[src/lookup_params.svh]
`ifndef LOOKUP_PARAMS_SVH
`define LOOKUP_PARAMS_SVH

// ~~~~~~~~~~~~~~~~~~~~
// Data path widths
// ~~~~~~~~~~~~~~~~~~~~
`define LOOKUP_WORD_BITS 32      // One oop or one memory data word
`define LOOKUP_ADDR_BITS 16      // Word address bits carried on paddr

// ~~~~~~~~~~~~~~~~~~~~
// Method cache
// ~~~~~~~~~~~~~~~~~~~~
`define LOOKUP_CACHE_ENTRIES 16  // Must be a power of two

`endif

[src/oop_pkg.sv]
`include "lookup_params.svh"

package oop_pkg;

	// An object pointer is a plain word address into object memory
	typedef logic [`LOOKUP_WORD_BITS-1:0] oop_t;

	localparam oop_t NIL_OOP = '0;  // The nil object

	// ~~~~~~~~~~~~~~~~~~~~
	// Field offsets in words from the object's oop
	// ~~~~~~~~~~~~~~~~~~~~
	localparam oop_t CLASS_SUPERCLASS  = 1;  // Class to search next
	localparam oop_t CLASS_METHOD_DICT = 2;  // Dictionary of this class
	localparam oop_t DICT_SLOT_COUNT   = 1;  // Number of method slots
	localparam oop_t DICT_FIRST_SLOT   = 2;  // Slots follow the count
	localparam oop_t METHOD_SELECTOR   = 5;  // Selector held by a compiled method

endpackage

[src/lookup_pkg.sv]
package lookup_pkg;

	// How a lookup ended
	typedef enum logic [1:0] {
		FOUND,
		MISSING,
		BUS_ERROR
	} lookup_status_e;

	// ~~~~~~~~~~~~~~~~~~~~
	// Hierarchy walker FSM
	// ~~~~~~~~~~~~~~~~~~~~
	typedef enum logic [2:0] {
		IDLE,           // Waiting for an item from the cache stage
		READ_DICT,      // Fetch the method dictionary of the current class
		READ_COUNT,     // Fetch the number of slots in that dictionary
		READ_SLOT,      // Fetch the method oop of one slot
		READ_SELECTOR,  // Fetch the selector of that method
		READ_SUPER,     // Fetch the superclass after a fruitless scan
		EMIT            // Hand the walk result to the result register
	} walker_state_e;

endpackage

[src/lookup_if.sv]
interface lookup_if;
	logic valid;
	logic ready;
	oop_pkg::oop_t class_oop;
	oop_pkg::oop_t selector;
	logic hit;             // Cache already knows the method
	oop_pkg::oop_t method; // Meaningful only when hit is set

	modport source (output valid, class_oop, selector, hit, method, input ready);
	modport sink (input valid, class_oop, selector, hit, method, output ready);
endinterface

// Walker results written back into the method cache
interface cache_fill_if;
	logic fill;
	oop_pkg::oop_t class_oop;
	oop_pkg::oop_t selector;
	oop_pkg::oop_t method;

	modport filler (output fill, class_oop, selector, method);
	modport store (input fill, class_oop, selector, method);
endinterface

[src/mem_rd_if.sv]
interface mem_rd_if;
	logic req;             // Held with addr until ack
	oop_pkg::oop_t addr;   // Word address
	logic ack;             // One cycle pulse with rdata and err
	oop_pkg::oop_t rdata;
	logic err;

	modport requester (
		output req,
		output addr,
		input ack,
		input rdata,
		input err
	);

	modport responder (
		input req,
		input addr,
		output ack,
		output rdata,
		output err
	);
endinterface

[src/apb_read_master.sv]
`include "lookup_params.svh"

module apb_read_master (
	input logic mclk,
	input logic reset,
	mem_rd_if.responder mem,
	output logic psel,
	output logic penable,
	output logic [`LOOKUP_ADDR_BITS-1:0] paddr,
	input logic [`LOOKUP_WORD_BITS-1:0] prdata,
	input logic pready,
	input logic pslverr
);
	typedef enum logic [1:0] {
		AP_IDLE,
		AP_SETUP,
		AP_ACCESS
	} apb_state_e;

	apb_state_e state;
	logic start;
	logic done;

	assign start = (state == AP_IDLE) && mem.req && !mem.ack;  // Req is still high during ack
	assign done = (state == AP_ACCESS) && pready;

	always_ff @(posedge mclk) begin
		if (reset) begin
			state <= AP_IDLE;
			psel <= 1'b0;
			penable <= 1'b0;
			mem.ack <= 1'b0;
		end else begin
			mem.ack <= done;
			case (state)
				AP_IDLE: if (start) begin
					psel <= 1'b1;
					state <= AP_SETUP;
				end
				AP_SETUP: begin
					penable <= 1'b1;  // Setup phase lasts exactly one cycle
					state <= AP_ACCESS;
				end
				AP_ACCESS: if (pready) begin
					psel <= 1'b0;
					penable <= 1'b0;
					state <= AP_IDLE;
				end
				default: state <= AP_IDLE;
			endcase
		end
	end

	always_ff @(posedge mclk) begin
		if (start)
			paddr <= mem.addr[`LOOKUP_ADDR_BITS-1:0];  // Upper oop bits are not decoded
		if (done) begin
			mem.rdata <= prdata;
			mem.err <= pslverr;
		end
	end

	a_penable_in_psel: assert property (@(posedge mclk) disable iff (reset)
		penable |-> psel);

endmodule

[src/method_cache.sv]
`include "lookup_params.svh"

module method_cache (
	input logic mclk,
	input logic reset,
	input logic req_valid,
	output logic req_ready,
	input oop_pkg::oop_t req_class,
	input oop_pkg::oop_t req_selector,
	lookup_if.source down,
	cache_fill_if.store fill
);
	import oop_pkg::*;

	localparam int IDX_BITS = $clog2(`LOOKUP_CACHE_ENTRIES);

	logic [`LOOKUP_CACHE_ENTRIES-1:0] entry_valid;
	oop_t tag_class [`LOOKUP_CACHE_ENTRIES];
	oop_t tag_selector [`LOOKUP_CACHE_ENTRIES];
	oop_t entry_method [`LOOKUP_CACHE_ENTRIES];

	logic [IDX_BITS-1:0] req_idx;
	logic [IDX_BITS-1:0] fill_idx;
	logic accept_en;  // Keeps requests out until the first cycle after reset
	logic accept;
	logic req_hit;

	// Last item handed to the walker, which is the one any fill belongs to
	oop_t sent_class;
	oop_t sent_selector;
	logic sent_hit;

	function automatic logic [IDX_BITS-1:0] index_of(oop_t cls, oop_t sel);
		oop_t mix;
		mix = cls ^ sel;
		return mix[IDX_BITS-1:0];
	endfunction

	assign req_idx = index_of(req_class, req_selector);
	assign fill_idx = index_of(fill.class_oop, fill.selector);

	assign req_hit = entry_valid[req_idx] && (tag_class[req_idx] == req_class) &&
		(tag_selector[req_idx] == req_selector);

	assign req_ready = accept_en && (!down.valid || down.ready);
	assign accept = req_valid && req_ready;

	always_ff @(posedge mclk) begin
		if (reset) begin
			accept_en <= 1'b0;
			down.valid <= 1'b0;
			entry_valid <= '0;
		end else begin
			accept_en <= 1'b1;
			if (accept)
				down.valid <= 1'b1;
			else if (down.ready)
				down.valid <= 1'b0;
			if (fill.fill)
				entry_valid[fill_idx] <= 1'b1;
		end
	end

	// ~~~~~~~~~~~~~~~~~~~~
	// Stage register and entry storage
	// ~~~~~~~~~~~~~~~~~~~~
	always_ff @(posedge mclk) begin
		if (accept) begin
			down.class_oop <= req_class;
			down.selector <= req_selector;
			down.hit <= req_hit;  // Lookup sees entries as they were before a same-cycle fill
			down.method <= entry_method[req_idx];
		end
		if (fill.fill) begin
			tag_class[fill_idx] <= fill.class_oop;
			tag_selector[fill_idx] <= fill.selector;
			entry_method[fill_idx] <= fill.method;
		end
		if (down.valid && down.ready) begin
			sent_class <= down.class_oop;
			sent_selector <= down.selector;
			sent_hit <= down.hit;
		end
	end

	a_fill_after_miss: assert property (@(posedge mclk) disable iff (reset)
		fill.fill |-> !sent_hit && (fill.class_oop == sent_class) &&
			(fill.selector == sent_selector));

endmodule

[src/hierarchy_walker.sv]
module hierarchy_walker (
	input logic mclk,
	input logic reset,
	lookup_if.sink up,
	cache_fill_if.filler fill,
	mem_rd_if.requester mem,
	output logic res_valid,
	input logic res_ready,
	output oop_pkg::oop_t res_method,
	output lookup_pkg::lookup_status_e res_status
);
	import oop_pkg::*;
	import lookup_pkg::*;

	walker_state_e state;
	oop_t req_class;   // Receiver class as requested, the tag for the fill
	oop_t cur_class;   // Class whose dictionary is being scanned
	oop_t selector;
	oop_t slot_addr;   // Address of the slot under test
	oop_t slots_left;  // Slots still to test, including the current one
	oop_t candidate;   // Method oop read from the current slot
	oop_t walk_method;
	lookup_status_e walk_status;
	logic res_free;
	logic reading;

	assign res_free = !res_valid || res_ready;
	assign up.ready = (state == IDLE) && res_free;
	assign reading = (state != IDLE) && (state != EMIT);

	always_ff @(posedge mclk) begin
		if (reset) begin
			state <= IDLE;
			mem.req <= 1'b0;
			res_valid <= 1'b0;
			fill.fill <= 1'b0;
		end else begin
			fill.fill <= 1'b0;
			mem.req <= reading && !mem.ack;  // Drops for one cycle after every ack
			if (res_ready)
				res_valid <= 1'b0;
			case (state)
				IDLE: if (up.valid && up.ready) begin
					if (up.hit) begin
						res_valid <= 1'b1;
						res_method <= up.method;
						res_status <= FOUND;
					end else begin
						req_class <= up.class_oop;
						cur_class <= up.class_oop;
						selector <= up.selector;
						mem.addr <= up.class_oop + CLASS_METHOD_DICT;
						state <= READ_DICT;
					end
				end
				READ_DICT: if (mem.ack) begin
					slot_addr <= mem.rdata + DICT_FIRST_SLOT;
					mem.addr <= mem.rdata + DICT_SLOT_COUNT;
					state <= READ_COUNT;
				end
				READ_COUNT: if (mem.ack) begin
					slots_left <= mem.rdata;
					if (mem.rdata == '0) begin
						mem.addr <= cur_class + CLASS_SUPERCLASS;  // Empty dictionary
						state <= READ_SUPER;
					end else begin
						mem.addr <= slot_addr;
						state <= READ_SLOT;
					end
				end
				READ_SLOT: if (mem.ack) begin
					candidate <= mem.rdata;
					mem.addr <= mem.rdata + METHOD_SELECTOR;
					state <= READ_SELECTOR;
				end
				READ_SELECTOR: if (mem.ack) begin
					if (mem.rdata == selector) begin
						walk_method <= candidate;
						walk_status <= FOUND;
						fill.fill <= 1'b1;
						fill.class_oop <= req_class;
						fill.selector <= selector;
						fill.method <= candidate;
						state <= EMIT;
					end else if (slots_left == oop_t'(1)) begin
						mem.addr <= cur_class + CLASS_SUPERCLASS;
						state <= READ_SUPER;
					end else begin
						slots_left <= slots_left - oop_t'(1);
						slot_addr <= slot_addr + oop_t'(1);
						mem.addr <= slot_addr + oop_t'(1);
						state <= READ_SLOT;
					end
				end
				READ_SUPER: if (mem.ack) begin
					if (mem.rdata == NIL_OOP) begin
						walk_method <= NIL_OOP;  // Top of the chain reached
						walk_status <= MISSING;
						state <= EMIT;
					end else begin
						cur_class <= mem.rdata;
						mem.addr <= mem.rdata + CLASS_METHOD_DICT;
						state <= READ_DICT;
					end
				end
				EMIT: if (res_free) begin
					res_valid <= 1'b1;
					res_method <= walk_method;
					res_status <= walk_status;
					state <= IDLE;
				end
				default: state <= IDLE;
			endcase
			// A slave error ends the walk whatever the read was for
			if (reading && mem.ack && mem.err) begin
				walk_method <= NIL_OOP;
				walk_status <= BUS_ERROR;
				fill.fill <= 1'b0;
				state <= EMIT;
			end
		end
	end

	a_addr_stable: assert property (@(posedge mclk) disable iff (reset)
		mem.req && !mem.ack |=> $stable(mem.addr));

endmodule

[src/method_lookup_top.sv]
`include "lookup_params.svh"

module method_lookup_top (
	input logic mclk,
	input logic reset,
	input logic req_valid,
	output logic req_ready,
	input oop_pkg::oop_t req_class,
	input oop_pkg::oop_t req_selector,
	output logic res_valid,
	input logic res_ready,
	output oop_pkg::oop_t res_method,
	output lookup_pkg::lookup_status_e res_status,
	output logic psel,
	output logic penable,
	output logic [`LOOKUP_ADDR_BITS-1:0] paddr,
	input logic [`LOOKUP_WORD_BITS-1:0] prdata,
	input logic pready,
	input logic pslverr
);
	lookup_if stage_link ();
	cache_fill_if fill_link ();
	mem_rd_if mem_link ();

	method_cache u_cache (
		.mclk(mclk),
		.reset(reset),
		.req_valid(req_valid),
		.req_ready(req_ready),
		.req_class(req_class),
		.req_selector(req_selector),
		.down(stage_link.source),
		.fill(fill_link.store)
	);

	hierarchy_walker u_walker (
		.mclk(mclk),
		.reset(reset),
		.up(stage_link.sink),
		.fill(fill_link.filler),
		.mem(mem_link.requester),
		.res_valid(res_valid),
		.res_ready(res_ready),
		.res_method(res_method),
		.res_status(res_status)
	);

	apb_read_master u_apb (
		.mclk(mclk),
		.reset(reset),
		.mem(mem_link.responder),
		.psel(psel),
		.penable(penable),
		.paddr(paddr),
		.prdata(prdata),
		.pready(pready),
		.pslverr(pslverr)
	);

endmodule

[config.mk]
export PLATFORM = sky130hd
export DESIGN_NAME = method_lookup_top
export DESIGN_NICKNAME = d
export VERILOG_FILES = /design/src/oop_pkg.sv /design/src/lookup_pkg.sv /design/src/lookup_if.sv /design/src/mem_rd_if.sv /design/src/apb_read_master.sv /design/src/method_cache.sv /design/src/hierarchy_walker.sv /design/src/method_lookup_top.sv
export VERILOG_INCLUDE_DIRS = /design/src
export SDC_FILE = /design/constraint.sdc
export NUM_CORES = 2
export LEC_CHECK = 0
export ABC_CLOCK_PERIOD_IN_PS = 8300
export BUFFER_PORTS_ARGS = -buffer_cell sky130_fd_sc_hd__buf_4
export CAP_MARGIN = 30
export CELL_PAD_IN_SITES_DETAIL_PLACEMENT = 1
export CELL_PAD_IN_SITES_GLOBAL_PLACEMENT = 1
export CORE_MARGIN = 4
export CORE_UTILIZATION = 41
export DETAILED_ROUTE_END_ITERATION = 16
export PLACE_DENSITY = 0.61
export REMOVE_ABC_BUFFERS = 1
export SYNTH_ARGS = -nofsm -noshare
export SYNTH_HDL_FRONTEND = slang
export SYNTH_SLANG_ARGS = --single-unit
[constraint.sdc]
create_clock -name mclk -period 8.3 [get_ports mclk]
set_input_delay 1.66 -clock mclk [delete_from_list [all_inputs] [get_ports mclk]]
set_output_delay 1.66 -clock mclk [all_outputs]
set_load 0.05 [all_outputs]
==> results.md <==
* Post-Place Setup Slack at between 2000 and 2500 ps
* Vias in the first global route at 42703
* Hold Buf Count CTS at 0
* Period utilisation layout at 66.1%
* Clk sinks at 2051
* FF+latch count, synth at 2051
* I/O Pins at 156
* Synthesis warning total at 0
* Vias at 41278
* Core box area at about 190000 um^2
* Status: complete, no violations
* Gr busiest metal: met2
* Seq/Total Area, Yosys at 76.6%
* Post-DRT Antenna Nets at 0
* Util after Layout at 47.2%
* Reg2reg start: u_apb.mem.rdata[0]$_DFFE_PP_
* First-pass GRT wire length at 333 mm
* Wirelength per Cell at approximately 34 um
* Final setup vio count at 0
* Met2 usage at slightly below 40%
* Synthesized cell area at 80000 um^2
* Clock Skew at slightly below 40 ps
* Resize count post-CTS at 0
* Setup TNS at 0 ps
* Worst hold margin at 414 ps
* Final wirelength at 235 mm
* Initial core utilization at 41.4%
* Gpl congestion at 0.801
* Port Buffer Count at 155
* Overall routing resource usage at 23.1%
* Root Driver: clkbuf_16
* Cell count after placement at 6634
* Worst slew pin tran at 1090 ps
* Hold_sp: u_cache.down.selector[4]$_DFFE_PP_
* Worst Hold Path Cells at 0
* Share of cells above drive strength 1 at 23.0%
* P per Cell Area at 238 nW/um^2
* Non-Filler Instances at 7016
* Die Wd at 450 um
* Peak Freq at 182 MHz
* Setup slack after layout at 2820 ps
* First drt pass iteration count at 6
* Die area at 202000 um^2
* Initial antenna violation count at 5
* # fillers at 17744
* Type of the worst min-delay path: flip-flop to flip-flop
* M3 GR Usage at 3.20%
* H-tree Lvls at 4
* CTS buffer count at slightly above 200
* Worst R2R Path Depth at 6
* CP Capture Type: flip-flop
* Fin. Hold Viols at 0
* Setup bufs post-CTS at 0
* Die Height at 450 um
* CP startpoint kind: input port
* Ys flop type: edfxtp_1
* Max-slew violation count at 0
* Rows at ~160
* Leak Pwr at 28.9 nW
* Max-capacitance violation count at 0
* GRT met1 Usage at 32.1%
* Normalized max-slew margin at 27.6%
* CTS tree: yes
* Mapped Avg Cell Area at 20.0 um^2
* RSZ-0062 raised after global routing: no
* Hpwl dp at 135 mm
* Post-layout minimum cycle time at approximately 5500 ps
* Drt drc at 0
* Clk slew on worst S/H paths at 60 ps
* Worst R2R Setup Slack at 4200 ps
* Synth unique cells at 85
* Async set-reset flop share out of synthesis at 0%
* Final nets at 4430
* Largest net degree at the start of global routing at 116
* Initial DRC count at between 4000 and 5000
* EDFF count, synth at just over 2000
* Worst-path maximum fanout at 21
* FF-to-FF End: u_walker.fill.class_oop[19]$_DFFE_PP_
* Hold path endpoint: u_walker.selector[4]$_DFFE_PP_
* Clock latency on the worst-skew pair at around 840 ps
* Total gr overflow at 0
* Required @ worst endpoint at 8960 ps
* Mapped Cells at 4008
* Maximum vdd drop at 0.000195 V
* WP data arrival at between 6000 and 7000 ps
* Clock buffer depth at 3
* Via/cell ratio at 5.88
* Crit path kind: input port to flip-flop
* Area Overhead vs Synth at 14.0%
cells in the mapped netlist (all sizes together) (19+ instances only):
| library cell | n | area [um^2] |
|---|---|---|
| xnor2 | 128 | 1130 |
| and3 | 48 | 300 |
| nand2 | 271 | 1020 |
| buf | 105 | 845 |
| nor3 | 32 | 160 |
| o21ai | 80 | 400 |
| edfxtp | 2022 | 60700 |
| nor2 | 160 | 608 |
| a21oi | 67 | 335 |
| mux2i | 91 | 911 |
| nand3 | 77 | 385 |
| a31oi | 25 | 156 |
| xor2 | 69 | 649 |
| nand4 | 35 | 219 |
| inv | 27 | 101 |
| mux2 | 32 | 360 |
| dfxtp | 29 | 581 |
| a221oi | 19 | 185 |
| clkbuf | 79 | 310 |
| mux4 | 394 | 8910 |
| nor4 | 25 | 163 |
routing by layer:
metal | up-vias | share of wire (%)
met1 | 22598 | 42
met4 | 0 | 2.6
met5 | - | 0
met3 | 287 | 5.6
met2 | 1440 | 50
li1 | 16953 | -
power by group:
part | leakage [nW] | internal (W) | switching, W
clock network | 3.07 | 0.00486 | 0.00393
registers | 18.4 | 0.0113 | 0.0000419
logic | 7.43 | 0.000645 | 0.000917
layout make-up:
class	count	area, um^2	area share, %
Antenna cell	1	2.50	0.00274
Inverter	27	106	0.117
Sequential cell	2051	61300	67.2
Multi-Input combinational cell	1746	17700	19.4
Clock buffer	260	5490	6.02
Clock inverter	118	813	0.891
Tap cell	2526	3160	3.46
Timing Repair Buffer	287	2650	2.90
state kept, by name, indices dropped and copies added (netlist names), 16 cells and up:
register	cells
u_cache.down.method	32
u_walker.req_class	32
u_apb.paddr	16
u_cache.down.class_oop	32
u_walker.res_method	32
u_walker.selector	32
u_cache.entry_method	512
u_walker.fill.method	32
u_walker.slots_left	32
u_cache.tag_class	512
u_walker.cur_class	16
u_walker.fill.class_oop	32
u_walker.mem.addr	16
u_cache.tag_selector	512
u_cache.entry_valid	16
u_walker.walk_method	32
u_apb.mem.rdata	32
u_walker.candidate	32
u_walker.slot_addr	16
u_walker.fill.selector	32
u_cache.down.selector	32
cell usage in the layout, fill, tap and decap left out, types with 14 or more instances in the layout:
cell type / synthesis / routed
a21oi_1: 67 / 67
a221oi_1: 16 / 15
a22oi_1: 14 / 14
a31oi_1: 25 / 25
a32oi_1: 18 / 18
and3_1: 48 / 48
buf_12: 3 / 20
buf_4: 21 / 253
clkbuf_1: 74 / 45
clkbuf_16: 0 / 210
clkinv_1: 0 / 59
clkinv_2: 0 / 32
dfxtp_1: 29 / 29
edfxtp_1: 2022 / 2022
inv_1: 27 / 25
mux2_2: 32 / 32
mux2i_1: 91 / 91
mux4_2: 385 / 385
nand2_1: 271 / 269
nand3_1: 77 / 77
nand4_1: 35 / 35
nor2_1: 159 / 139
nor2_4: 1 / 19
nor3_1: 32 / 29
nor4_1: 24 / 23
o21ai_0: 79 / 79
xnor2_1: 127 / 124
xor2_1: 66 / 65
worst max-delay path, stage by stage:
cell and delay, ps:
buf_4 180, xor2_4 700, buf_4 620, mux4_2 410, mux2i_1 250, xnor2_1 200, a221oi_1 560, nand4b_1 230
nor4_1 710, nand4_1 260, nor4_2 310
cells by family after synthesis:
logic type	synth area share (%)
AND/OR/NAND/NOR	4.05
adder cells (fa/ha/maj)	0.125
buffers and inverters	1.57
flip-flops	76.6
multiplexers	12.7
XOR/XNOR	2.22
AO/OA/AOI/OAI	2.70
stage by stage:
stage / cell area [um^2] / total power, W
floorplan: 78900 / 0.0127
global placement: 84500 / 0.0131
detailed placement: 84900 / 0.0131
CTS: 91200 / 0.0219
global route: 91300 / 0.0225
finish: 91300 / 0.0217
worst max-delay path by stage:
stage	slack (ps)	from	cells past startpoint	end
after global placement	2050	req_class[2]	11	u_cache.down.hit$_DFFE_PP_
after detailed placement	2010	req_class[2]	11	u_cache.down.hit$_DFFE_PP_
after CTS	2910	req_class[2]	11	u_cache.down.hit$_DFFE_PP_
final	2820	req_class[2]	11	u_cache.down.hit$_DFFE_PP_
after floorplan	-3520	req_selector[0]	9	u_cache.down.hit$_DFFE_PP_
after global routing	2990	req_class[2]	11	u_cache.down.hit$_DFFE_PP_
Power figures use the tool's default switching activity.
